**config.mk**
```make
export PLATFORM = sky130hd
export DESIGN_NAME = vchess_ctrl
export DESIGN_NICKNAME = d
export VERILOG_FILES = /design/src/vchess_pkg.sv /design/src/axil_hold_reg.sv /design/src/axil_write_channel.sv /design/src/axil_read_channel.sv /design/src/ctrl_regs.sv /design/src/status_read_mux.sv /design/src/vchess_ctrl.sv
export VERILOG_INCLUDE_DIRS = /design/src
export SDC_FILE = /design/constraint.sdc
export NUM_CORES = 1
export LEC_CHECK = 0
export BUFFER_PORTS_ARGS = -buffer_cell sky130_fd_sc_hd__buf_2
export CORE_AREA = 10 10 284 286
export DETAILED_ROUTE_END_ITERATION = 10
export DIE_AREA = 0 0 294 296
export PLACE_DENSITY = 0.48
export SETUP_SLACK_MARGIN = 0.5
export SYNTH_ARGS = -nofsm -noshare
export SYNTH_HDL_FRONTEND = slang
export SYNTH_SLANG_ARGS = --single-unit
```
**constraint.sdc**
```tcl
create_clock -name clk -period 6.5 [get_ports clk]
set_clock_uncertainty 0.2 [all_clocks]
set_input_delay 0.65 -clock clk [delete_from_list [all_inputs] [get_ports clk]]
set_output_delay 0.65 -clock clk [all_outputs]
set_load 0.02 [all_outputs]
```
**src/vchess_settings.svh**
```systemverilog
`ifndef VCHESS_SETTINGS_SVH
`define VCHESS_SETTINGS_SVH

`define SIDE_WIDTH          32
`define BOARD_WORDS         8
`define BOARD_WIDTH         256 // SIDE_WIDTH * BOARD_WORDS
`define EVAL_WIDTH          24
`define HALF_MOVE_WIDTH     10
`define MAX_POSITIONS_LOG2  7
`define UCI_WIDTH           16

`define AXIL_ADDR_WIDTH     16
`define AXIL_DATA_WIDTH     32
`define REG_ADDR_WIDTH      14 // Word index from address bits 15:2

// Host-written configuration words
`define REG_CONTROL         0
`define REG_MOVE_INDEX      1
`define REG_POS_STATE       2
`define REG_HALF_MOVE       3
`define REG_CAPTURE_MOVES   4
`define REG_NEW_BOARD       8 // Eight side words up to 15

// Generator result words
`define REG_RESULT_FLAGS     132
`define REG_RESULT_POS       133
`define REG_RESULT_EVAL      134
`define REG_MOVE_COUNT       135
`define REG_INITIAL_EVAL     136
`define REG_RESULT_HALF_MOVE 138
`define REG_RESULT_UCI       139
`define REG_RESULT_BOARD     172 // Eight side words up to 179

`define CTRL_NEW_BOARD_BIT   0
`define CTRL_CLEAR_MOVES_BIT 1
`define CTRL_RANDOM_BIT      30
`define CTRL_SOFT_RESET_BIT  31

`define AXI_RESP_OKAY        2'b00

`endif

```
**src/vchess_pkg.sv**
```systemverilog
`include "vchess_settings.svh"

package vchess_pkg;

   typedef logic [`BOARD_WORDS-1:0][`SIDE_WIDTH-1:0] board_t;

   typedef struct packed {
      logic       white_to_move;
      logic [3:0] castle_mask;
      logic [3:0] en_passant_col;
   } pos_state_t;

   typedef struct packed {
      logic                           new_board_valid;
      logic                           clear_moves;
      logic                           use_random_bit;
      logic                           soft_reset;
      logic [`MAX_POSITIONS_LOG2-1:0] move_index;
      pos_state_t                     pos;
      logic [`HALF_MOVE_WIDTH-1:0]    half_move;
      logic                           capture_moves; // Generate captures only
      board_t                         new_board;
   } ctrl_cfg_t;

   typedef struct packed {
      logic                           idle;
      logic                           moves_ready; // All moves calculated
      logic                           move_ready;  // Indexed move valid
      logic                           mate;
      logic                           stalemate;
      logic                           thrice_rep;
      logic                           fifty_move;
      logic                           insufficient_material;
      logic                           board_check;
      logic [`EVAL_WIDTH-1:0]         initial_eval; // Root node eval, signed
      logic [`MAX_POSITIONS_LOG2-1:0] move_count;
   } gen_status_t;

   typedef struct packed {
      board_t                      board;
      pos_state_t                  pos;
      logic                        capture;
      logic                        white_in_check;
      logic                        black_in_check;
      logic                        thrice_rep;
      logic                        fifty_move;
      logic                        insufficient_material;
      logic [`EVAL_WIDTH-1:0]      eval; // Signed
      logic [`HALF_MOVE_WIDTH-1:0] half_move;
      logic [`UCI_WIDTH-1:0]       uci;
   } move_record_t;

   typedef struct packed {
      logic [`AXIL_ADDR_WIDTH-1:0] awaddr;
   } axil_aw_t;

   typedef struct packed {
      logic [`AXIL_DATA_WIDTH-1:0] wdata;
   } axil_w_t;

   typedef struct packed {
      logic                        valid;
      logic [`REG_ADDR_WIDTH-1:0]  addr;
      logic [`AXIL_DATA_WIDTH-1:0] data;
   } reg_wr_t;

endpackage

```
**src/axil_hold_reg.sv**
```systemverilog
`timescale 1ns/1ns

module axil_hold_reg
#(
   parameter type payload_t = logic
)
(
   input  logic     clk,
   input  logic     rst_n,
   input  logic     in_valid,
   output logic     in_ready,
   input  payload_t in_data,
   input  logic     take,
   output logic     full,
   output payload_t data
);

   assign in_ready = !full;

   always_ff @(posedge clk)
   begin
      if (!rst_n)
         full <= 1'b0;
      else if (in_valid && in_ready)
         full <= 1'b1;
      else if (take)
         full <= 1'b0; // Only taken while full
   end

   always_ff @(posedge clk)
   begin
      if (in_valid && in_ready)
         data <= in_data;
   end

endmodule

```
**src/axil_write_channel.sv**
```systemverilog
`timescale 1ns/1ns

`include "vchess_settings.svh"

module axil_write_channel
(
   input  logic                        clk,
   input  logic                        rst_n,
   input  logic [`AXIL_ADDR_WIDTH-1:0] awaddr,
   input  logic                        awvalid,
   output logic                        awready,
   input  logic [`AXIL_DATA_WIDTH-1:0] wdata,
   input  logic                        wvalid,
   output logic                        wready,
   output logic                        bvalid,
   input  logic                        bready,
   output logic [1:0]                  bresp,
   output vchess_pkg::reg_wr_t         reg_wr
);
   import vchess_pkg::*;

   axil_aw_t aw_in;
   axil_aw_t aw_held;
   axil_w_t  w_in;
   axil_w_t  w_held;
   logic     aw_full;
   logic     w_full;
   logic     b_stall;
   logic     fire;

   assign aw_in.awaddr = awaddr;
   assign w_in.wdata   = wdata;

   // Response still waiting on the host
   assign b_stall = bvalid && !bready;
   assign fire    = aw_full && w_full && !b_stall;

   axil_hold_reg #(.payload_t(axil_aw_t)) i_aw_hold
   (
      .clk      (clk),
      .rst_n    (rst_n),
      .in_valid (awvalid),
      .in_ready (awready),
      .in_data  (aw_in),
      .take     (fire),
      .full     (aw_full),
      .data     (aw_held)
   );

   axil_hold_reg #(.payload_t(axil_w_t)) i_w_hold
   (
      .clk      (clk),
      .rst_n    (rst_n),
      .in_valid (wvalid),
      .in_ready (wready),
      .in_data  (w_in),
      .take     (fire),
      .full     (w_full),
      .data     (w_held)
   );

   assign reg_wr.valid = fire;
   assign reg_wr.addr  = aw_held.awaddr[`AXIL_ADDR_WIDTH-1:2]; // Drop byte offset
   assign reg_wr.data  = w_held.wdata;

   always_ff @(posedge clk)
   begin
      if (!rst_n)
         bvalid <= 1'b0;
      else if (fire)
         bvalid <= 1'b1;
      else if (bready)
         bvalid <= 1'b0;
   end

   assign bresp = `AXI_RESP_OKAY;

endmodule

```
**src/axil_read_channel.sv**
```systemverilog
`timescale 1ns/1ns

`include "vchess_settings.svh"

module axil_read_channel
(
   input  logic                        clk,
   input  logic                        rst_n,
   input  logic [`AXIL_ADDR_WIDTH-1:0] araddr,
   input  logic                        arvalid,
   output logic                        arready,
   output logic                        rvalid,
   input  logic                        rready,
   output logic [`AXIL_DATA_WIDTH-1:0] rdata,
   output logic [1:0]                  rresp,
   output logic [`REG_ADDR_WIDTH-1:0]  rd_addr,
   input  logic [`AXIL_DATA_WIDTH-1:0] rd_data
);

   logic ar_fire;

   assign arready = !rvalid; // One read in flight
   assign ar_fire = arvalid && arready;
   assign rd_addr = araddr[`AXIL_ADDR_WIDTH-1:2];

   always_ff @(posedge clk)
   begin
      if (!rst_n)
         rvalid <= 1'b0;
      else if (ar_fire)
         rvalid <= 1'b1;
      else if (rready)
         rvalid <= 1'b0;
   end

   // Status is sampled on the AR edge and held until rready
   always_ff @(posedge clk)
   begin
      if (ar_fire)
         rdata <= rd_data;
   end

   assign rresp = `AXI_RESP_OKAY;

endmodule

```
**src/ctrl_regs.sv**
```systemverilog
`timescale 1ns/1ns

`include "vchess_settings.svh"

module ctrl_regs
(
   input  logic                  clk,
   input  logic                  rst_n,
   input  vchess_pkg::reg_wr_t   reg_wr,
   output vchess_pkg::ctrl_cfg_t cfg
);
   import vchess_pkg::*;

   localparam int BOARD_SEL_WIDTH = $clog2(`BOARD_WORDS);
   localparam logic [`REG_ADDR_WIDTH-1:0] BOARD_BASE = `REG_NEW_BOARD;

   logic [`REG_ADDR_WIDTH-1:0] board_off;
   logic [BOARD_SEL_WIDTH-1:0] board_sel;

   assign board_off = reg_wr.addr - BOARD_BASE;
   assign board_sel = board_off[BOARD_SEL_WIDTH-1:0]; // Side word within the board

   always_ff @(posedge clk)
   begin
      if (!rst_n)
      begin
         cfg <= '0;
      end
      else if (reg_wr.valid)
      begin
         case (reg_wr.addr) inside
            `REG_CONTROL:
            begin
               cfg.new_board_valid <= reg_wr.data[`CTRL_NEW_BOARD_BIT];
               cfg.clear_moves     <= reg_wr.data[`CTRL_CLEAR_MOVES_BIT];
               cfg.use_random_bit  <= reg_wr.data[`CTRL_RANDOM_BIT];
               cfg.soft_reset      <= reg_wr.data[`CTRL_SOFT_RESET_BIT];
            end
            `REG_MOVE_INDEX:
               cfg.move_index <= reg_wr.data[`MAX_POSITIONS_LOG2-1:0];
            `REG_POS_STATE:
               cfg.pos <= reg_wr.data[$bits(pos_state_t)-1:0]; // {wtm, castle, ep col}
            `REG_HALF_MOVE:
               cfg.half_move <= reg_wr.data[`HALF_MOVE_WIDTH-1:0];
            `REG_CAPTURE_MOVES:
               cfg.capture_moves <= reg_wr.data[0];
            [`REG_NEW_BOARD:`REG_NEW_BOARD + `BOARD_WORDS - 1]:
               cfg.new_board[board_sel] <= reg_wr.data[`SIDE_WIDTH-1:0];
            default:
            begin
               // Unmapped words are dropped
            end
         endcase
      end
   end

endmodule

```
**src/status_read_mux.sv**
```systemverilog
`timescale 1ns/1ns

`include "vchess_settings.svh"

module status_read_mux
(
   input  logic [`REG_ADDR_WIDTH-1:0]  rd_addr,
   input  vchess_pkg::ctrl_cfg_t       cfg,
   input  vchess_pkg::gen_status_t     gen_status,
   input  vchess_pkg::move_record_t    move_rec,
   output logic [`AXIL_DATA_WIDTH-1:0] rd_data
);
   import vchess_pkg::*;

   localparam int BOARD_SEL_WIDTH = $clog2(`BOARD_WORDS);
   localparam logic [`REG_ADDR_WIDTH-1:0] CFG_BOARD_BASE = `REG_NEW_BOARD;
   localparam logic [`REG_ADDR_WIDTH-1:0] RES_BOARD_BASE = `REG_RESULT_BOARD;

   logic [`REG_ADDR_WIDTH-1:0] cfg_off;
   logic [`REG_ADDR_WIDTH-1:0] res_off;

   function automatic logic [`AXIL_DATA_WIDTH-1:0] sext_eval(input logic [`EVAL_WIDTH-1:0] v);
      return {{(`AXIL_DATA_WIDTH - `EVAL_WIDTH){v[`EVAL_WIDTH-1]}}, v};
   endfunction

   assign cfg_off = rd_addr - CFG_BOARD_BASE;
   assign res_off = rd_addr - RES_BOARD_BASE;

   always_comb
   begin
      rd_data = '0;
      case (rd_addr) inside
         `REG_CONTROL:
         begin
            rd_data[`CTRL_NEW_BOARD_BIT]   = cfg.new_board_valid;
            rd_data[`CTRL_CLEAR_MOVES_BIT] = cfg.clear_moves;
            rd_data[2]                     = gen_status.moves_ready;
            rd_data[3]                     = gen_status.move_ready;
            rd_data[4]                     = gen_status.stalemate;
            rd_data[5]                     = gen_status.mate;
            rd_data[6]                     = gen_status.thrice_rep;
            rd_data[7]                     = gen_status.idle;
            rd_data[8]                     = gen_status.fifty_move;
            rd_data[9]                     = gen_status.insufficient_material;
            rd_data[10]                    = gen_status.board_check;
            rd_data[`CTRL_RANDOM_BIT]      = cfg.use_random_bit;
            rd_data[`CTRL_SOFT_RESET_BIT]  = cfg.soft_reset;
         end
         `REG_MOVE_INDEX:    rd_data = `AXIL_DATA_WIDTH'(cfg.move_index);
         `REG_POS_STATE:     rd_data = `AXIL_DATA_WIDTH'(cfg.pos);
         `REG_HALF_MOVE:     rd_data = `AXIL_DATA_WIDTH'(cfg.half_move);
         `REG_CAPTURE_MOVES: rd_data = `AXIL_DATA_WIDTH'(cfg.capture_moves);
         [`REG_NEW_BOARD:`REG_NEW_BOARD + `BOARD_WORDS - 1]:
            rd_data = `AXIL_DATA_WIDTH'(cfg.new_board[cfg_off[BOARD_SEL_WIDTH-1:0]]);
         `REG_RESULT_FLAGS:
            rd_data = `AXIL_DATA_WIDTH'({move_rec.insufficient_material, move_rec.fifty_move,
                                         move_rec.thrice_rep, move_rec.black_in_check,
                                         move_rec.white_in_check, move_rec.capture});
         `REG_RESULT_POS:       rd_data = `AXIL_DATA_WIDTH'(move_rec.pos);
         `REG_RESULT_EVAL:      rd_data = sext_eval(move_rec.eval);
         `REG_MOVE_COUNT:       rd_data = `AXIL_DATA_WIDTH'(gen_status.move_count);
         `REG_INITIAL_EVAL:     rd_data = sext_eval(gen_status.initial_eval);
         `REG_RESULT_HALF_MOVE: rd_data = `AXIL_DATA_WIDTH'(move_rec.half_move);
         `REG_RESULT_UCI:
            // Square fields on nibble boundaries for the host
            rd_data = `AXIL_DATA_WIDTH'({move_rec.uci[15:12], 1'b0, move_rec.uci[11:9],
                                         1'b0, move_rec.uci[8:6], 1'b0, move_rec.uci[5:3],
                                         1'b0, move_rec.uci[2:0]});
         [`REG_RESULT_BOARD:`REG_RESULT_BOARD + `BOARD_WORDS - 1]:
            rd_data = `AXIL_DATA_WIDTH'(move_rec.board[res_off[BOARD_SEL_WIDTH-1:0]]);
         default:
            rd_data = '0;
      endcase
   end

endmodule

```
**src/vchess_ctrl.sv**
```systemverilog
`timescale 1ns/1ns

`include "vchess_settings.svh"

module vchess_ctrl
(
   input  logic                        clk,
   input  logic                        rst_n,
   input  logic [`AXIL_ADDR_WIDTH-1:0] awaddr,
   input  logic                        awvalid,
   output logic                        awready,
   input  logic [`AXIL_DATA_WIDTH-1:0] wdata,
   input  logic                        wvalid,
   output logic                        wready,
   output logic                        bvalid,
   input  logic                        bready,
   output logic [1:0]                  bresp,
   input  logic [`AXIL_ADDR_WIDTH-1:0] araddr,
   input  logic                        arvalid,
   output logic                        arready,
   output logic                        rvalid,
   input  logic                        rready,
   output logic [`AXIL_DATA_WIDTH-1:0] rdata,
   output logic [1:0]                  rresp,
   input  vchess_pkg::gen_status_t     gen_status,
   input  vchess_pkg::move_record_t    move_rec,
   output vchess_pkg::ctrl_cfg_t       cfg
);
   import vchess_pkg::*;

   reg_wr_t                     reg_wr;
   logic [`REG_ADDR_WIDTH-1:0]  rd_addr;
   logic [`AXIL_DATA_WIDTH-1:0] rd_data;

   axil_write_channel i_write_channel
   (
      .clk     (clk),
      .rst_n   (rst_n),
      .awaddr  (awaddr),
      .awvalid (awvalid),
      .awready (awready),
      .wdata   (wdata),
      .wvalid  (wvalid),
      .wready  (wready),
      .bvalid  (bvalid),
      .bready  (bready),
      .bresp   (bresp),
      .reg_wr  (reg_wr)
   );

   axil_read_channel i_read_channel
   (
      .clk     (clk),
      .rst_n   (rst_n),
      .araddr  (araddr),
      .arvalid (arvalid),
      .arready (arready),
      .rvalid  (rvalid),
      .rready  (rready),
      .rdata   (rdata),
      .rresp   (rresp),
      .rd_addr (rd_addr),
      .rd_data (rd_data)
   );

   ctrl_regs i_ctrl_regs
   (
      .clk    (clk),
      .rst_n  (rst_n),
      .reg_wr (reg_wr),
      .cfg    (cfg)
   );

   status_read_mux i_read_mux
   (
      .rd_addr    (rd_addr),
      .cfg        (cfg),
      .gen_status (gen_status),
      .move_rec   (move_rec),
      .rd_data    (rd_data)
   );

endmodule

```
==> out/results.txt <==
Yosys cell types - 67
cts repair resizes - 0
area leader, netlist - sky130_fd_sc_hd__dfxtp_1
half-perimeter wire length after placement - 83.5 mm
final critical delay including setup and external delays - 3.58 ns
Largest stage delay, worst path - 0.90 ns
number of inserted filler cells in the final layout - 7,799
unrepaired setup endpoints after global routing - no
Max Slew Vio Count - 0
Final setup violation count - 0
Final Instance Area - 25,100 µm²
Switching Share - 25.1%
Final Non-Filler Cells - 3,622
cell leakage power - 10.2 nW
width of the die - 294 µm
area share of the largest cell type after synthesis - 30.2%
Finished Core Util - 33.3%
endpoint class of the critical path - flop
I/O pin count - 760
Placer Congestion - 1.03
FF+latch count, synth - 369
post-place instance area - 23,600 µm²
maximum number of pins on one net before global-route repair - 131
CP max stage cell - sky130_fd_sc_hd__nor3_4
startpoint-to-endpoint class of the critical path - flop to flop
CP arrival - 3.88 ns
Inserted Clock Buffers - 43
Core Area - 75,200 µm²
Final WS setup - 2.92 ns
number of nets in the final layout - 3,028
Post-CTS Setup Repair Bufs - 0
Clk Latency, worst-skew pair - 0.58 ns
aggregate global routing overflow - 0
proportion of layout cells with a drive suffix above 1 - 39.4%
share of power burned in registers - 45.1%
proportion of synthesized chip area in sequential cells - 42.3%
count of antenna-violating nets left after detailed routing - 0
maximum resistive drop on vdd - 0.167 mV
cell-internal power - 4.02 mW
Die Outline Area - 87,000 µm²
Hold Violations, Final - 0
clock tree from TritonCTS - done
post-synthesis cell count - 1,967
switching power summed over all nets - 1.34 mW
maximum fanout count along the critical path - 18
YS warnings - 0
clock-pin slew reported for the worst setup and hold paths after clock tree synthesis - 0.06 ns
Max-slew headroom - 26.5%
detailed-route wire length per cell - 29.8 µm
total negative slack - 0 ns
signed area change from the synthesized netlist to the final layout - 29.8%
all-layer global routing usage - 23.4%
Max Fclk - 280 MHz
Critical Path Start Type - flop
maximum buffer depth of the clock tree - 3
DRC Markers - 0
proportion of register bits with asynchronous set or reset after synthesis - 0%
CP required - 6.80 ns
largest cells by area after synthesis - sky130_fd_sc_hd__dfxtp_1, sky130_fd_sc_hd__mux4_2, sky130_fd_sc_hd__edfxtp_1
Site Rows - 101
total clock sinks - 369
type of the tightest min-delay check - input port to flop
number of cells after detailed placement - 3,529
gate family responsible for the most delay along the worst path - simple AND/OR/NAND/NOR gates
clock tree root buffer cell - sky130_fd_sc_hd__clkbuf_16
buffers plus inverters on the worst setup path - 1
overall via count from detail_route - 18,500
Least-Margin Pin Slew - 1.09 ns
effective utilization at floorplan - 25.7%
Post-synth EDFFs - 78
First DRT Iteration DRCs - 1,447
Detailed Route WL - 108 mm
number of global-route vias before repair - 18,200
antenna violations before repair - 44
part of the total power dissipated in combinational logic - 9.6%
Die Height - 296 µm
ordered cell list for the critical path - nor4_2, nand4_2, or4_1, nor3_4, buf_4, nand2_1, a21boi_1
Max H-tree Level - 2
Syn Area/Cell - 9.81 µm²
wire length of the first global-routing pass - 147 mm
Power Density - 214 nW/µm²
Port Buffers - 751
worst setup slack before clock tree synthesis - 2.39 ns
Vias/cell - 5.12
hold slack - 0.0448 ns
Clock power frac - 45.3%
prevailing post-synth register cell - sky130_fd_sc_hd__dfxtp_1
mapped cell area - 19,300 µm²
final worst-path cycle share - 55.0%
Final Power - 5.37 mW
outcome - complete, no violations
CTS Hold Bufs - 0
max-capacitance violation count - 0
first drt pass iteration count - 7
[per-layer routing]
| metal | vias to the layer above | track usage (%) | wire length [µm] |
|---|---|---|---|
| li1 | 8268 | - | - |
| met1 | 9225 | 27.9 | 42400 |
| met2 | 864 | 41.8 | 54700 |
| met3 | 171 | 4.80 | 7370 |
| met4 | 4 | 7.47 | 3460 |
| met5 | - | 0 | 23 |
[worst paths after layout]
| kind | from | end | slack (ns) | cells after the start |
|---|---|---|---|---|
| worst max-delay path | i_write_channel.i_aw_hold.data[6]$_DFFE_PP_ | i_ctrl_regs.cfg[34]$_SDFFE_PN0P_ | 2.92 | 7 |
| worst min-delay path | wdata[28] | i_write_channel.i_w_hold.data[28]$_DFFE_PP_ | 0.04 | 1 |
| worst max register to register | i_write_channel.i_aw_hold.data[6]$_DFFE_PP_ | i_ctrl_regs.cfg[34]$_SDFFE_PN0P_ | 2.92 | 7 |
| worst min register to register | i_ctrl_regs.cfg[32]$_SDFFE_PN0P_ | i_ctrl_regs.cfg[32]$_SDFFE_PN0P_ | 0.27 | 2 |
[registers in the layout (all words and copies together), names as in the netlist]
signal,cells
i_ctrl_regs.cfg,287
i_write_channel.i_w_hold.data,32
i_write_channel.i_aw_hold.data,14
i_read_channel.rdata,32
i_write_channel.i_aw_hold.full,1
i_write_channel.bvalid,1
i_read_channel.rvalid,1
i_write_channel.i_w_hold.full,1
[placed cells by master (no fill, tap or decap), drive strengths merged, types with 10 or more instances in the layout]
cell type / netlist / routed
o21ai: 25 / 25
mux2: 24 / 24
nor2: 35 / 35
a21boi: 271 / 271
buf: 107 / 776
o22ai: 11 / 11
nand2: 602 / 602
mux2i: 67 / 67
clkbuf: 89 / 58
edfxtp: 78 / 78
nor2b: 30 / 30
diode: 0 / 14
dfxtp: 291 / 291
mux4: 134 / 134
nand3: 28 / 28
clkinv: 0 / 16
o211ai: 10 / 10
a21oi: 54 / 54
[synth_stat cells (all sizes together), types with 2 or more instances]
cell	n
nand2	602
dfxtp	291
a21boi	271
mux4	134
buf	107
clkbuf	89
edfxtp	78
mux2i	67
a21oi	54
nor2	35
nor2b	30
nand3	28
o21ai	25
mux2	24
o22ai	11
o211ai	10
and2	9
a222oi	8
inv	7
a221oi	6
a22oi	6
nand4	6
o221ai	6
and3	5
nand2b	5
nor3	5
nor4	5
a31oi	3
o2111ai	3
o31ai	3
a211oi	2
a21o	2
a221o	2
a22o	2
a32o	2
a32oi	2
o2bb2ai	2
o311ai	2
or2	2
or3	2
[final cells by class]
type                    count  area (µm²)  area share [%]
well taps                 978        1220            4.88
repair buffers            777        3990            15.9
inverters                   7        26.3           0.105
flip-flops and latches    369        8170            32.6
diodes                     14        35.0           0.140
multi-input cells        1398       10200            40.8
clock buffers              57        1210            4.83
clock inverters            22         181           0.724
[kinds of logic after synthesis]
logic type,count (synthesis),share of synthesized area [%]
AND/OR/NAND/NOR,740,16.0
flip-flops,369,42.3
other,1,0.0194
buffers and inverters,203,5.16
multiplexers,225,20.5
AO/OA/AOI/OAI,429,15.9
[power by group through the flow]
stage | clock network (mW) | logic (mW) | registers [mW]
finish | 2.43 | 0.517 | 2.42
floorplan | 0 | 0.289 | 2.45
global route | 2.58 | 0.546 | 2.42
detailed placement | 0 | 0.516 | 2.47
global placement | 0 | 0.511 | 2.47
CTS | 2.49 | 0.519 | 2.42
Power figures use the tool's default switching activity.
